==> config.mk <==
export PLATFORM = sky130hd
export DESIGN_NAME = tcb_demux
export DESIGN_NICKNAME = d
export VERILOG_FILES = /design/src/common/tcb_pkg.sv /design/src/common/map_pkg.sv /design/src/tcb_demux/tcb_demux.sv
export SDC_FILE = /design/constraint.sdc
export NUM_CORES = 1
export LEC_CHECK = 0
export CORE_AREA = 8 8 98 100
export DETAILED_ROUTE_END_ITERATION = 6
export DIE_AREA = 0 0 106 108
export DONT_BUFFER_PORTS = 1
export PLACE_DENSITY = 0.3
export SYNTH_ARGS = -nofsm -noshare
export SYNTH_HDL_FRONTEND = slang
export SYNTH_SLANG_ARGS = --single-unit
==> constraint.sdc <==
create_clock -name sub -period 1.3 [get_ports sub]
set_clock_uncertainty 0.2 [all_clocks]
set_input_delay 0.065 -clock sub [delete_from_list [all_inputs] [get_ports sub]]
set_output_delay 0.065 -clock sub [all_outputs]
set_load 0.05 [all_outputs]
==> src/common/tcb_pkg.sv <==
// tightly coupled bus definitions
// widths, operation encoding and the request and response payloads

package tcb_pkg;

    ////////////////////////////////////////////////////////////
    // bus widths
    ////////////////////////////////////////////////////////////

    // byte address
    localparam int unsigned ADR_W = 16;
    // data word
    localparam int unsigned DAT_W = 32;
    // one enable per data byte
    localparam int unsigned BYT_W = DAT_W / 8;

    ////////////////////////////////////////////////////////////
    // payload types
    ////////////////////////////////////////////////////////////

    // transfer direction
    typedef enum logic {
        OP_READ  = 1'b0,
        OP_WRITE = 1'b1
    } tcb_op_e;

    // request, held stable by the manager until ready
    typedef struct packed {
        tcb_op_e          op;
        logic [ADR_W-1:0] adr;
        logic [BYT_W-1:0] byt;
        logic [DAT_W-1:0] wdt;
    } tcb_req_t;

    // response, valid one cycle after the transfer
    typedef struct packed {
        logic [DAT_W-1:0] rdt;
        logic             err;
    } tcb_rsp_t;

endpackage
==> src/common/map_pkg.sv <==
// system address map
// device selection codes, memory size and register block layout

package map_pkg;

    // subordinate index, also the demux select
    typedef enum logic [0:0] {
        DEV_MEM = 1'b0,
        DEV_REG = 1'b1
    } dev_e;

    localparam int unsigned DEV_N = 2;

    // word memory at the bottom of the map, 1 KB
    localparam int unsigned MEM_WORDS = 256;
    localparam int unsigned MEM_AW    = $clog2(MEM_WORDS);

    // register block, 16 byte window
    localparam logic [tcb_pkg::ADR_W-1:0] REG_BASE  = 16'h0400;
    localparam int unsigned               REG_OFS_W = 4;

    // word offsets inside the window, adr[3:2]
    typedef enum logic [1:0] {
        REG_ID      = 2'd0,
        REG_SCRATCH = 2'd1,
        REG_COUNT   = 2'd2
    } reg_e;

    localparam logic [tcb_pkg::DAT_W-1:0] REG_ID_VALUE = 32'h7cb1_0001;

endpackage

==> src/tcb_demux/tcb_demux.sv <==
// bus demultiplexer
// steers one manager request to the selected subordinate and
// returns that subordinate's response one cycle after the transfer

`timescale 1ns/1ns

module tcb_demux #(
    parameter int unsigned IFN = map_pkg::DEV_N
) (
    input  logic                          sub,
    input  logic                          rst,
    // subordinate select, from the decoder
    input  logic [$clog2(IFN)-1:0]        sel,
    // manager side connects here
    input  logic                          sub_vld,
    input  tcb_pkg::tcb_req_t             sub_req,
    output logic                          sub_rdy,
    output tcb_pkg::tcb_rsp_t             sub_rsp,
    // subordinate devices connect here
    output logic              [IFN-1:0]   man_vld,
    output tcb_pkg::tcb_req_t [IFN-1:0]   man_req,
    input  logic              [IFN-1:0]   man_rdy,
    input  tcb_pkg::tcb_rsp_t [IFN-1:0]   man_rsp
);

    localparam int unsigned IFL = $clog2(IFN);

    logic           sub_trn;
    // select of the transfer whose response is due
    logic [IFL-1:0] man_sel;

    ////////////////////////////////////////////////////////////
    // control
    ////////////////////////////////////////////////////////////

    assign sub_trn = sub_vld && sub_rdy;

    // remember target for the response cycle
    always_ff @(posedge sub) begin
        if (rst) begin
            man_sel <= IFL'(map_pkg::DEV_MEM);
        end else if (sub_trn) begin
            man_sel <= sel;
        end
    end

    ////////////////////////////////////////////////////////////
    // request
    ////////////////////////////////////////////////////////////

    // only the selected subordinate sees valid and payload
    for (genvar i = 0; i < IFN; i++) begin : gen_req
        assign man_vld[i] = (sel == IFL'(i)) ? sub_vld : 1'b0;
        assign man_req[i] = (sel == IFL'(i)) ? sub_req : '0;
    end

    // ready comes straight from the current target
    assign sub_rdy = man_rdy[sel];

    ////////////////////////////////////////////////////////////
    // response
    ////////////////////////////////////////////////////////////

    assign sub_rsp = man_rsp[man_sel];

    // a stalled request must not move, else the select and the
    // payload seen by the subordinate could drift apart
    a_req_stable: assert property (@(posedge sub) disable iff (rst)
        (sub_vld && !sub_rdy) |=> (sub_vld && $stable(sel) && $stable(sub_req)));

endmodule

==> flow_summary.yaml <==
worst_hold_path:
  hold_end: "man_sel"
  hp-class: "in -> reg"
  hold_depth: 2
  hp-start: "man_rdy[1]"
setup_path:
  crit_path_max_fanout: 17
  worstPathArrival_ns: 1.02
  r2r_slack_ns: 0.25
  required_ns: 1.03
  cp-start-kind: "register"
  rr_endpoint: "man_sel"
  slowest_delay_ns: 0.48
  r2r_start: "man_sel"
  crit_type: "reg -> out"
  setup.worst_path.start: "man_sel"
  slowest_stage: "mux2_2"
  cp_num_buf_inv: 1
  worst_r2r_path_depth: 3
  cp-end-kind: "primary output"
  crit_family: "multiplexers"
  path_cells: "buf_12 -> mux2_2"
clock_tree:
  clk_latency_ns: 0
  clkTransAtPathRegs_ns: 0
route:
  first_iter_violations: 31
  drt-vias-per-instance: 4.18
  routed_wl_um: 6610
  dr.pass1.iters: 3
  drtAntennaViolNets: 0
  wl_per_cell_um: 21.7
  vias: 1272
  drc: 0
yosys:
  postSynth.asyncResetShare: 0
  synth_edf_count: 0
  syn_nets: 288
  yosysSeqAreaShare: 0.0154
  synth_top_area_frac: 0.259
  synth_cells: 163
  synth_top_cell_by_area: "and2_1"
  yosys_register_bits: 1
  post-synth-top-count-cell: "and2_1"
  netlist_area_mm2: 0.00130
  netlist_top_cells_count: "and2_1, nor2b_1, mux2_4"
  yosysWarningCount: 0
  syn_area_per_cell_um2: 8.00
  yosys_most_used_dff: "dfxtp_1"
  synth_area_leaders: "and2_1, mux2_4, nor2b_1"
  synthDistinctLibCells: 14
floorplanning:
  core_area_mm2: 0.00805
  rows: 33
  die_h_um: 108
  io_pins: 267
  dieArea_mm2: 0.0114
  start_util: 0.162
  die_x_um: 106
power_and_ir_drop:
  power_density_mw_per_mm2: 786
  p_leak_nw: 0.785
  vdd_drop_max_v: 0.000295
layout:
  final.fill_count: 876
  final_util: 0.220
  area_growth_syn_to_layout_pct: 35.8
  reg_top3: "man_sel: 1 flops"
  post_route_cells_drive_above_1_share: 0.447
  top_register: "man_sel"
  largest_register_ffs: 1
  num_antenna_cells: 0
  final_nets: 326
global_routing:
  grt_pass1_vias: 1346
  antenna_found_initial: 0
  grt_max_degree: 112
  grt_usage: 0.0934
  grt-busiest-layer: "met2"
  globalRouteMet3Util: 0.0607
  grt_first_pass_wirelength_um: 8720
  met2_usage: 0.189
  grtUsageMet1: 0.0779
  grt.overflow.total: 0
run_status:
  outcome: "finished clean"
sta:
  period_minus_slack_ns: 1.29
  hold_viol: 0
  finalMaxSlewViolations: 0
  fmax_mhz: 777
  finalWorstSetupSlack_ns: 0.0122
  setup_viol: 0
  fin_crit_sh: 0.991
  grt_setup_unrepaired: "true"
  slew_headroom: 0.659
  worst_pin_slew_ns: 0.515
placement:
  port_buffers: 0
  post-place-ws_ns: 0.00558
  dp_hpwl_um: 5940
  place_congestion: 0.700
flow_run:
  max-cap-violations: 0
[area by class of cell]
type	count	area [um^2]	area share
multi-input combinational	146	1200	0.678
timing repair buffer	52	418	0.236
tap	105	131	0.0742
sequential	1	21.3	0.0120
[worst reg2reg max path, delay by kind of cell, from the launching register on]
| family | cells | cell delay, ns |
|---|---|---|
| AO/OA/AOI/OAI | 1 | 0.03 |
| buffers and inverters | 1 | 0.13 |
| flip-flops | 1 | 0.36 |
| AND/OR/NAND/NOR | 1 | 0.23 |
[report_power, final]
part           total (mW)  switching (mW)  internal (mW)
Combinational        1.36            1.05          0.311
Sequential         0.0348         0.00204         0.0328
Clock                   0               0              0
[placed cells by master, fill, tap and decap left out, drive strengths merged]
| cell | count |
|---|---|
| and2b | 6 |
| and2 | 54 |
| nor4 | 1 |
| nor2 | 1 |
| dfxtp | 1 |
| dlygate4sd3 | 1 |
| nor2b | 48 |
| a21oi | 1 |
| buf | 51 |
| mux2 | 34 |
| and3b | 1 |
[per-stage QoR]
step	hold slack (ns)	cell area [um^2]	setup TNS, ns	cells	power (mW)
finish	0.0753	1770	0	304	1.39
global route	0.107	1770	-0.160	304	1.43
CTS	0.0693	1750	0	304	1.40
detailed placement	-0.0643	1740	0	303	1.40
global placement	-0.0670	1740	0	303	1.40
floorplan	-0.0640	1310	-1.45	163	1.26
[layer usage]
metal	wire, um	share of wire
met2	3460	0.52
met3	1180	0.18
met1	1970	0.30
met4	0	0
met5	0	0
[cells by family (layout without fill, tap and decap cells)]
group | Yosys count | in the layout | share of synthesized area
AO/OA/AOI/OAI | 1 | 1 | 0.00672
buffers and inverters | 16 | 52 | 0.0806
flip-flops | 1 | 1 | 0.0154
multiplexers | 34 | 34 | 0.354
AND/OR/NAND/NOR | 111 | 111 | 0.543
[worst max path at each step]
stage | endpoint | cells after the start
2_1_floorplan | man_req[10] | 3
3_3_place_gp | sub_rsp[28] | 2
3_5_place_dp | sub_rsp[24] | 2
4_1_cts | sub_rsp[24] | 2
5_1_grt | sub_rsp[24] | 2
6_report | sub_rsp[24] | 2
[repair_timing]
action | CTS | global route
endpoints found under the hold margin | 1 | 0
setup endpoints to repair | 0 | 13
setup buffers | 0 | 0
gates resized for setup | 0 | 5
hold buffers | 1 | 0
(Power assumes the default switching activity.)
