File: src/common/tcb_pkg.sv
// tightly coupled bus definitions
// widths, operation encoding and the request and response payloads

package tcb_pkg;

    ////////////////////////////////////////////////////////////
    // bus widths
    ////////////////////////////////////////////////////////////

    // byte address
    localparam int unsigned ADR_W = 16;
    // data word
    localparam int unsigned DAT_W = 32;
    // one enable per data byte
    localparam int unsigned BYT_W = DAT_W / 8;

    ////////////////////////////////////////////////////////////
    // payload types
    ////////////////////////////////////////////////////////////

    // transfer direction
    typedef enum logic {
        OP_READ  = 1'b0,
        OP_WRITE = 1'b1
    } tcb_op_e;

    // request, held stable by the manager until ready
    typedef struct packed {
        tcb_op_e          op;
        logic [ADR_W-1:0] adr;
        logic [BYT_W-1:0] byt;
        logic [DAT_W-1:0] wdt;
    } tcb_req_t;

    // response, valid one cycle after the transfer
    typedef struct packed {
        logic [DAT_W-1:0] rdt;
        logic             err;
    } tcb_rsp_t;

endpackage
File: src/common/map_pkg.sv
// system address map
// device selection codes, memory size and register block layout

package map_pkg;

    // subordinate index, also the demux select
    typedef enum logic [0:0] {
        DEV_MEM = 1'b0,
        DEV_REG = 1'b1
    } dev_e;

    localparam int unsigned DEV_N = 2;

    // word memory at the bottom of the map, 1 KB
    localparam int unsigned MEM_WORDS = 256;
    localparam int unsigned MEM_AW    = $clog2(MEM_WORDS);

    // register block, 16 byte window
    localparam logic [tcb_pkg::ADR_W-1:0] REG_BASE  = 16'h0400;
    localparam int unsigned               REG_OFS_W = 4;

    // word offsets inside the window, adr[3:2]
    typedef enum logic [1:0] {
        REG_ID      = 2'd0,
        REG_SCRATCH = 2'd1,
        REG_COUNT   = 2'd2
    } reg_e;

    localparam logic [tcb_pkg::DAT_W-1:0] REG_ID_VALUE = 32'h7cb1_0001;

endpackage

File: src/design/tcb_regs.sv
// register block subordinate
// identity, scratch and transfer counter registers, plus the error
// response for illegal accesses and unmapped addresses

`timescale 1ns/1ns

module tcb_regs (
    input  logic              sub,
    input  logic              rst,
    input  logic              vld,
    input  tcb_pkg::tcb_req_t req,
    output logic              rdy,
    output tcb_pkg::tcb_rsp_t rsp
);

    logic                      trn;
    logic                      wen;
    logic                      busy;
    logic                      in_win;
    map_pkg::reg_e             ofs;
    logic [tcb_pkg::DAT_W-1:0] scratch;
    logic [tcb_pkg::DAT_W-1:0] count;
    logic [tcb_pkg::DAT_W-1:0] rdt_nxt;
    logic                      err_nxt;

    ////////////////////////////////////////////////////////////
    // handshake and decode
    ////////////////////////////////////////////////////////////

    // one wait cycle after every transfer
    assign rdy = !busy;
    assign trn = vld && rdy;
    assign wen = (req.op == tcb_pkg::OP_WRITE);

    // 16 byte window at REG_BASE
    assign in_win = (req.adr[tcb_pkg::ADR_W-1:map_pkg::REG_OFS_W]
                  == map_pkg::REG_BASE[tcb_pkg::ADR_W-1:map_pkg::REG_OFS_W]);
    assign ofs    = map_pkg::reg_e'(req.adr[3:2]);

    // read mux and error rule
    always_comb begin
        rdt_nxt = '0;
        err_nxt = 1'b0;
        if (!in_win) begin
            err_nxt = 1'b1;
        end else begin
            case (ofs)
                map_pkg::REG_ID: begin
                    // read only
                    if (wen) err_nxt = 1'b1;
                    else     rdt_nxt = map_pkg::REG_ID_VALUE;
                end
                map_pkg::REG_SCRATCH: begin
                    if (!wen) rdt_nxt = scratch;
                end
                map_pkg::REG_COUNT: begin
                    // value before this transfer is counted
                    if (wen) err_nxt = 1'b1;
                    else     rdt_nxt = count;
                end
                // offset 3 is unmapped
                default: err_nxt = 1'b1;
            endcase
        end
    end

    ////////////////////////////////////////////////////////////
    // registers
    ////////////////////////////////////////////////////////////

    always_ff @(posedge sub) begin
        if (rst) begin
            busy    <= 1'b0;
            count   <= '0;
            scratch <= '0;
        end else begin
            busy <= trn;
            // errors count too
            if (trn) begin
                count <= count + 1;
            end
            if (trn && wen && !err_nxt && ofs == map_pkg::REG_SCRATCH) begin
                for (int b = 0; b < tcb_pkg::BYT_W; b++) begin
                    if (req.byt[b]) begin
                        scratch[8*b +: 8] <= req.wdt[8*b +: 8];
                    end
                end
            end
        end
    end

    // response for the cycle after the transfer
    always_ff @(posedge sub) begin
        if (trn) begin
            rsp <= '{rdt: rdt_nxt, err: err_nxt};
        end
    end

    // a request stalled by the busy cycle stays in place until taken
    a_hold: assert property (@(posedge sub) disable iff (rst)
        (vld && !rdy) |=> (vld && $stable(req)));

endmodule

File: config.mk
export PLATFORM = sky130hd
export DESIGN_NAME = tcb_regs
export DESIGN_NICKNAME = d
export VERILOG_FILES = /design/src/common/tcb_pkg.sv /design/src/common/map_pkg.sv /design/src/design/tcb_regs.sv
export SDC_FILE = /design/constraint.sdc
export NUM_CORES = 1
export LEC_CHECK = 0
export BUFFER_PORTS_ARGS = -buffer_cell sky130_fd_sc_hd__buf_2
export CAP_MARGIN = 25
export CORE_ASPECT_RATIO = 1.2
export CORE_MARGIN = 3
export CORE_UTILIZATION = 55
export CTS_CLUSTER_SIZE = 8
export DETAILED_ROUTE_END_ITERATION = 12
export PLACE_DENSITY = 0.8
export SLEW_MARGIN = 25
export SYNTH_ARGS = -nofsm -noshare
export SYNTH_HDL_FRONTEND = slang
export SYNTH_SLANG_ARGS = --single-unit
File: constraint.sdc
create_clock -name sub -period 3.25 [get_ports sub]
set_clock_uncertainty 0.15 [all_clocks]
set_input_delay 0.1625 -clock sub [delete_from_list [all_inputs] [get_ports sub]]
set_output_delay 0.1625 -clock sub [all_outputs]
set_load 0.02 [all_outputs]
==> results.json <==
{
  "yosysUniqueCellTypes": 33,
  "wl_per_cell_um": 17.4,
  "hp-start": "req[34]",
  "num_rows": 35,
  "cp.required_ns": 3.40,
  "grtUsageTotal": 0.271,
  "cts_sinks": 98,
  "min_path_cells": 3,
  "seqPwrFrac": 0.561,
  "critPathMaxStageDelay_ns": 0.60,
  "fin_cells": 690,
  "swShare": 0.243,
  "post-place-cells": 621,
  "ir_worst_vdd_v": 0.000234,
  "crit_top_cell": "buf_4",
  "ys.flop_type": "dfxtp_1",
  "outcome": "complete, no violations",
  "dpl.hpwl_mm": 7.16,
  "htreeDepth": 3,
  "grt_busiest_layer": "met2",
  "vias": 4314,
  "final_common_cell": "buf_2",
  "max_slew_margin": 0.431,
  "synthCells": 473,
  "drtPass1Iterations": 5,
  "reg2reg_from": "busy$_SDFF_PP0_",
  "max_freq_mhz": 379,
  "synth_top_area_frac": 0.297,
  "yosys.area_share.adder": 0.00286,
  "timing.rr.end": "scratch[10]$_SDFFE_PP0P_",
  "min_period_over_period": 0.811,
  "clk_latency_ns": 0.37,
  "cp-end-kind": "flop",
  "root_buffer": "clkbuf_8",
  "setup_ws_ns": 0.613,
  "fin_tns_setup_ns": 0,
  "post-route-min-period_ns": 2.64,
  "yosys.area.top_type": "dfxtp_1",
  "critPathLaunchType": "flop",
  "final-hold-violation-count": 0,
  "drv_slew": 0,
  "wirelength_mm": 12.0,
  "synth-xor-area-share": 0.0180,
  "areaGrowthSynthToFinish_pct": 27.2,
  "cp_cell_sequence": "and2b_2 > buf_4 > and3_1 > buf_4 > nand4_1 > dlygate4sd3_1 > a21oi_1",
  "route.detailed.drc": 0,
  "synth_top_family_by_area": "simple AND/OR/NAND/NOR gates",
  "drive_above_1_share": 0.196,
  "nets": 650,
  "r2r_cells": 7,
  "grt_pass1_vias": 4116,
  "postSynthAreaPerCell_sq_um": 9.25,
  "p_sw_mw": 0.560,
  "p_leak_nw": 1.86,
  "cap_viol_max_count": 0,
  "met2_usage": 0.432,
  "ys_ff_latch": 98,
  "cp_top_family": "buffers and inverters",
  "vias_per_cell": 6.25,
  "dieHeight_um": 104,
  "clk_pin_slew_ns": 0.10,
  "cts_setup_buffers": 0,
  "grt_max_degree": 46,
  "synthMuxAreaShare": 0.0100,
  "synth_area_leaders": "dfxtp_1 (30%), edfxtp_1 (23%), a21oi_1 (8.1%)",
  "critPathSlowestCell": "dlygate4sd3_1",
  "pre_cts_slack_ns": 1.02,
  "power.density_nw_per_um2": 413,
  "grt_pass1_wl_mm": 19.7,
  "met3_usage": 0.0461,
  "async_reset_ff_frac": 0,
  "numCtsBuffers": 9,
  "port_buffers": 87,
  "io_pins": 90,
  "drt-initial-drc-count": 598,
  "grt_use_met1": 0.362,
  "r2r_setup_slack_ns": 0.61,
  "path_buf_inv": 3,
  "worst_pin_slew_ns": 0.854,
  "pwr-share-comb": 0.082,
  "synth-compound-area-share": 0.185,
  "antenna_found_initial": 0,
  "intPower_mw": 1.74,
  "fill_cells": 530,
  "hp-class": "in2reg",
  "finalWeightedCongestion": 0.878,
  "synth_edf_count": 33,
  "overflow": 0,
  "postLayoutCoreUtil": 0.722,
  "diodes": 0,
  "clock_path_buffers": 2,
  "synthSimpleGateAreaFrac": 0.207,
  "holdPathEnd": "scratch[17]$_SDFFE_PP0P_",
  "total_power_mw": 2.30,
  "pwr-share-clk": 0.356,
  "drtAntennaViolNets": 0,
  "die_w_um": 87.4,
  "worstPathMaxFanout": 45,
  "start_util": 0.568,
  "grt_setup_unrepaired": "no",
  "synth_area_sq_um": 4370,
  "ys_seq_area_frac": 0.524,
  "critPathArrivalTime_ns": 2.78,
  "ys_warn_count": 0,
  "core_area_sq_um": 7710,
  "cts_tree": "yes",
  "criticalPathCategory": "reg2reg",
  "setup_viol": 0,
  "synth_nets": 530,
  "most-common-layout-cells": "buf_2 (87), a21oi_1 (71), dfxtp_1 (65), dlygate4sd3_1 (53), nand4_1 (49)",
  "die_area_sq_um": 9060
}
[worst min-delay path: cells and delay by family]
kind	cells	cell delay, ns
buf+inv	1	0.16
simple gates	1	0.09
compound gates	1	0.06
[cell usage after synthesis (5+ instances only)]
library cell and instances:
a21oi_1 71, a22oi_1 22, and3_1 7, and4_1 5, buf_2 7, clkbuf_1 28
dfxtp_1 65, edfxtp_1 33, inv_1 14, nand2_1 11, nand3_1 8, nand4_1 49
nor2_1 46, nor2b_1 6, nor4_1 5, o21ai_0 40, o31ai_1 12, or3_1 7
or4_1 12, xor2_1 6
[through the flow]
stage                     hold WS (ns)  cell area, sq um
final                           0.0133              5570
after global routing            0.0129              5570
after CTS                     0.000734              5560
after detailed placement         0.276              4820
after global placement           0.277              4820
after floorplan                  0.167              4370
[logic make-up (layout without fill, tap and decap cells)]
family / after synthesis / after routing
AND/OR/NAND/NOR: 161 / 161
AO/OA/AOI/OAI: 145 / 145
flip-flops: 98 / 98
buffers and inverters: 55 / 180
XOR/XNOR: 9 / 9
multiplexers: 4 / 4
adder cells (fa/ha/maj): 1 / 1
[layer usage]
layer | up-vias | wire, um | part of all wire
met1 | 2040 | 4760 | 0.40
met5 | - | 0 | 0
met2 | 224 | 5970 | 0.50
met3 | 39 | 893 | 0.075
li1 | 2011 | - | -
met4 | 0 | 343 | 0.029
[worst max-delay path by stage]
stage,startpoint,endpoint,slack [ns],cells past startpoint
finish,busy$_SDFF_PP0_,scratch[10]$_SDFFE_PP0P_,0.61,7
global route,busy$_SDFF_PP0_,scratch[24]$_SDFFE_PP0P_,0.43,7
CTS,busy$_SDFF_PP0_,scratch[15]$_SDFFE_PP0P_,0.67,7
detailed placement,req[49],scratch[19]$_SDFFE_PP0P_,1.02,5
global placement,req[49],scratch[28]$_SDFFE_PP0P_,1.13,5
floorplan,busy$_SDFF_PP0_,scratch[0]$_SDFFE_PP0P_,0.57,5
[cell type report]
cell class,instances,area (sq um),share of cell area
Tap cell,92,115,0.0207
Multi-Input combinational cell,320,1860,0.334
Sequential cell,98,2290,0.412
Clock inverter,4,33.8,0.00607
Timing Repair Buffer,149,1030,0.186
Inverter,15,56.3,0.0101
Clock buffer,12,178,0.0319
[repair_timing]
item	CTS	global route
setup endpoints to repair	0	0
hold buffers	53	0
gates resized for setup	0	0
hold endpoints to repair	32	0
[power groups by stage]
stage                     clock network [mW]  registers (mW)  logic (mW)
final                                  0.820            1.29       0.189
after CTS                              0.823            1.29       0.183
after global placement                     0            1.32       0.152
after floorplan                            0            1.34      0.0610
after global routing                   0.862            1.29       0.204
after detailed placement                   0            1.32       0.154
[registers in the layout (all words and copies together), names as in the netlist]
name,flops
busy,1
rsp,33
count,32
scratch,32
Note: power is estimated with default switching activity, not from simulation.
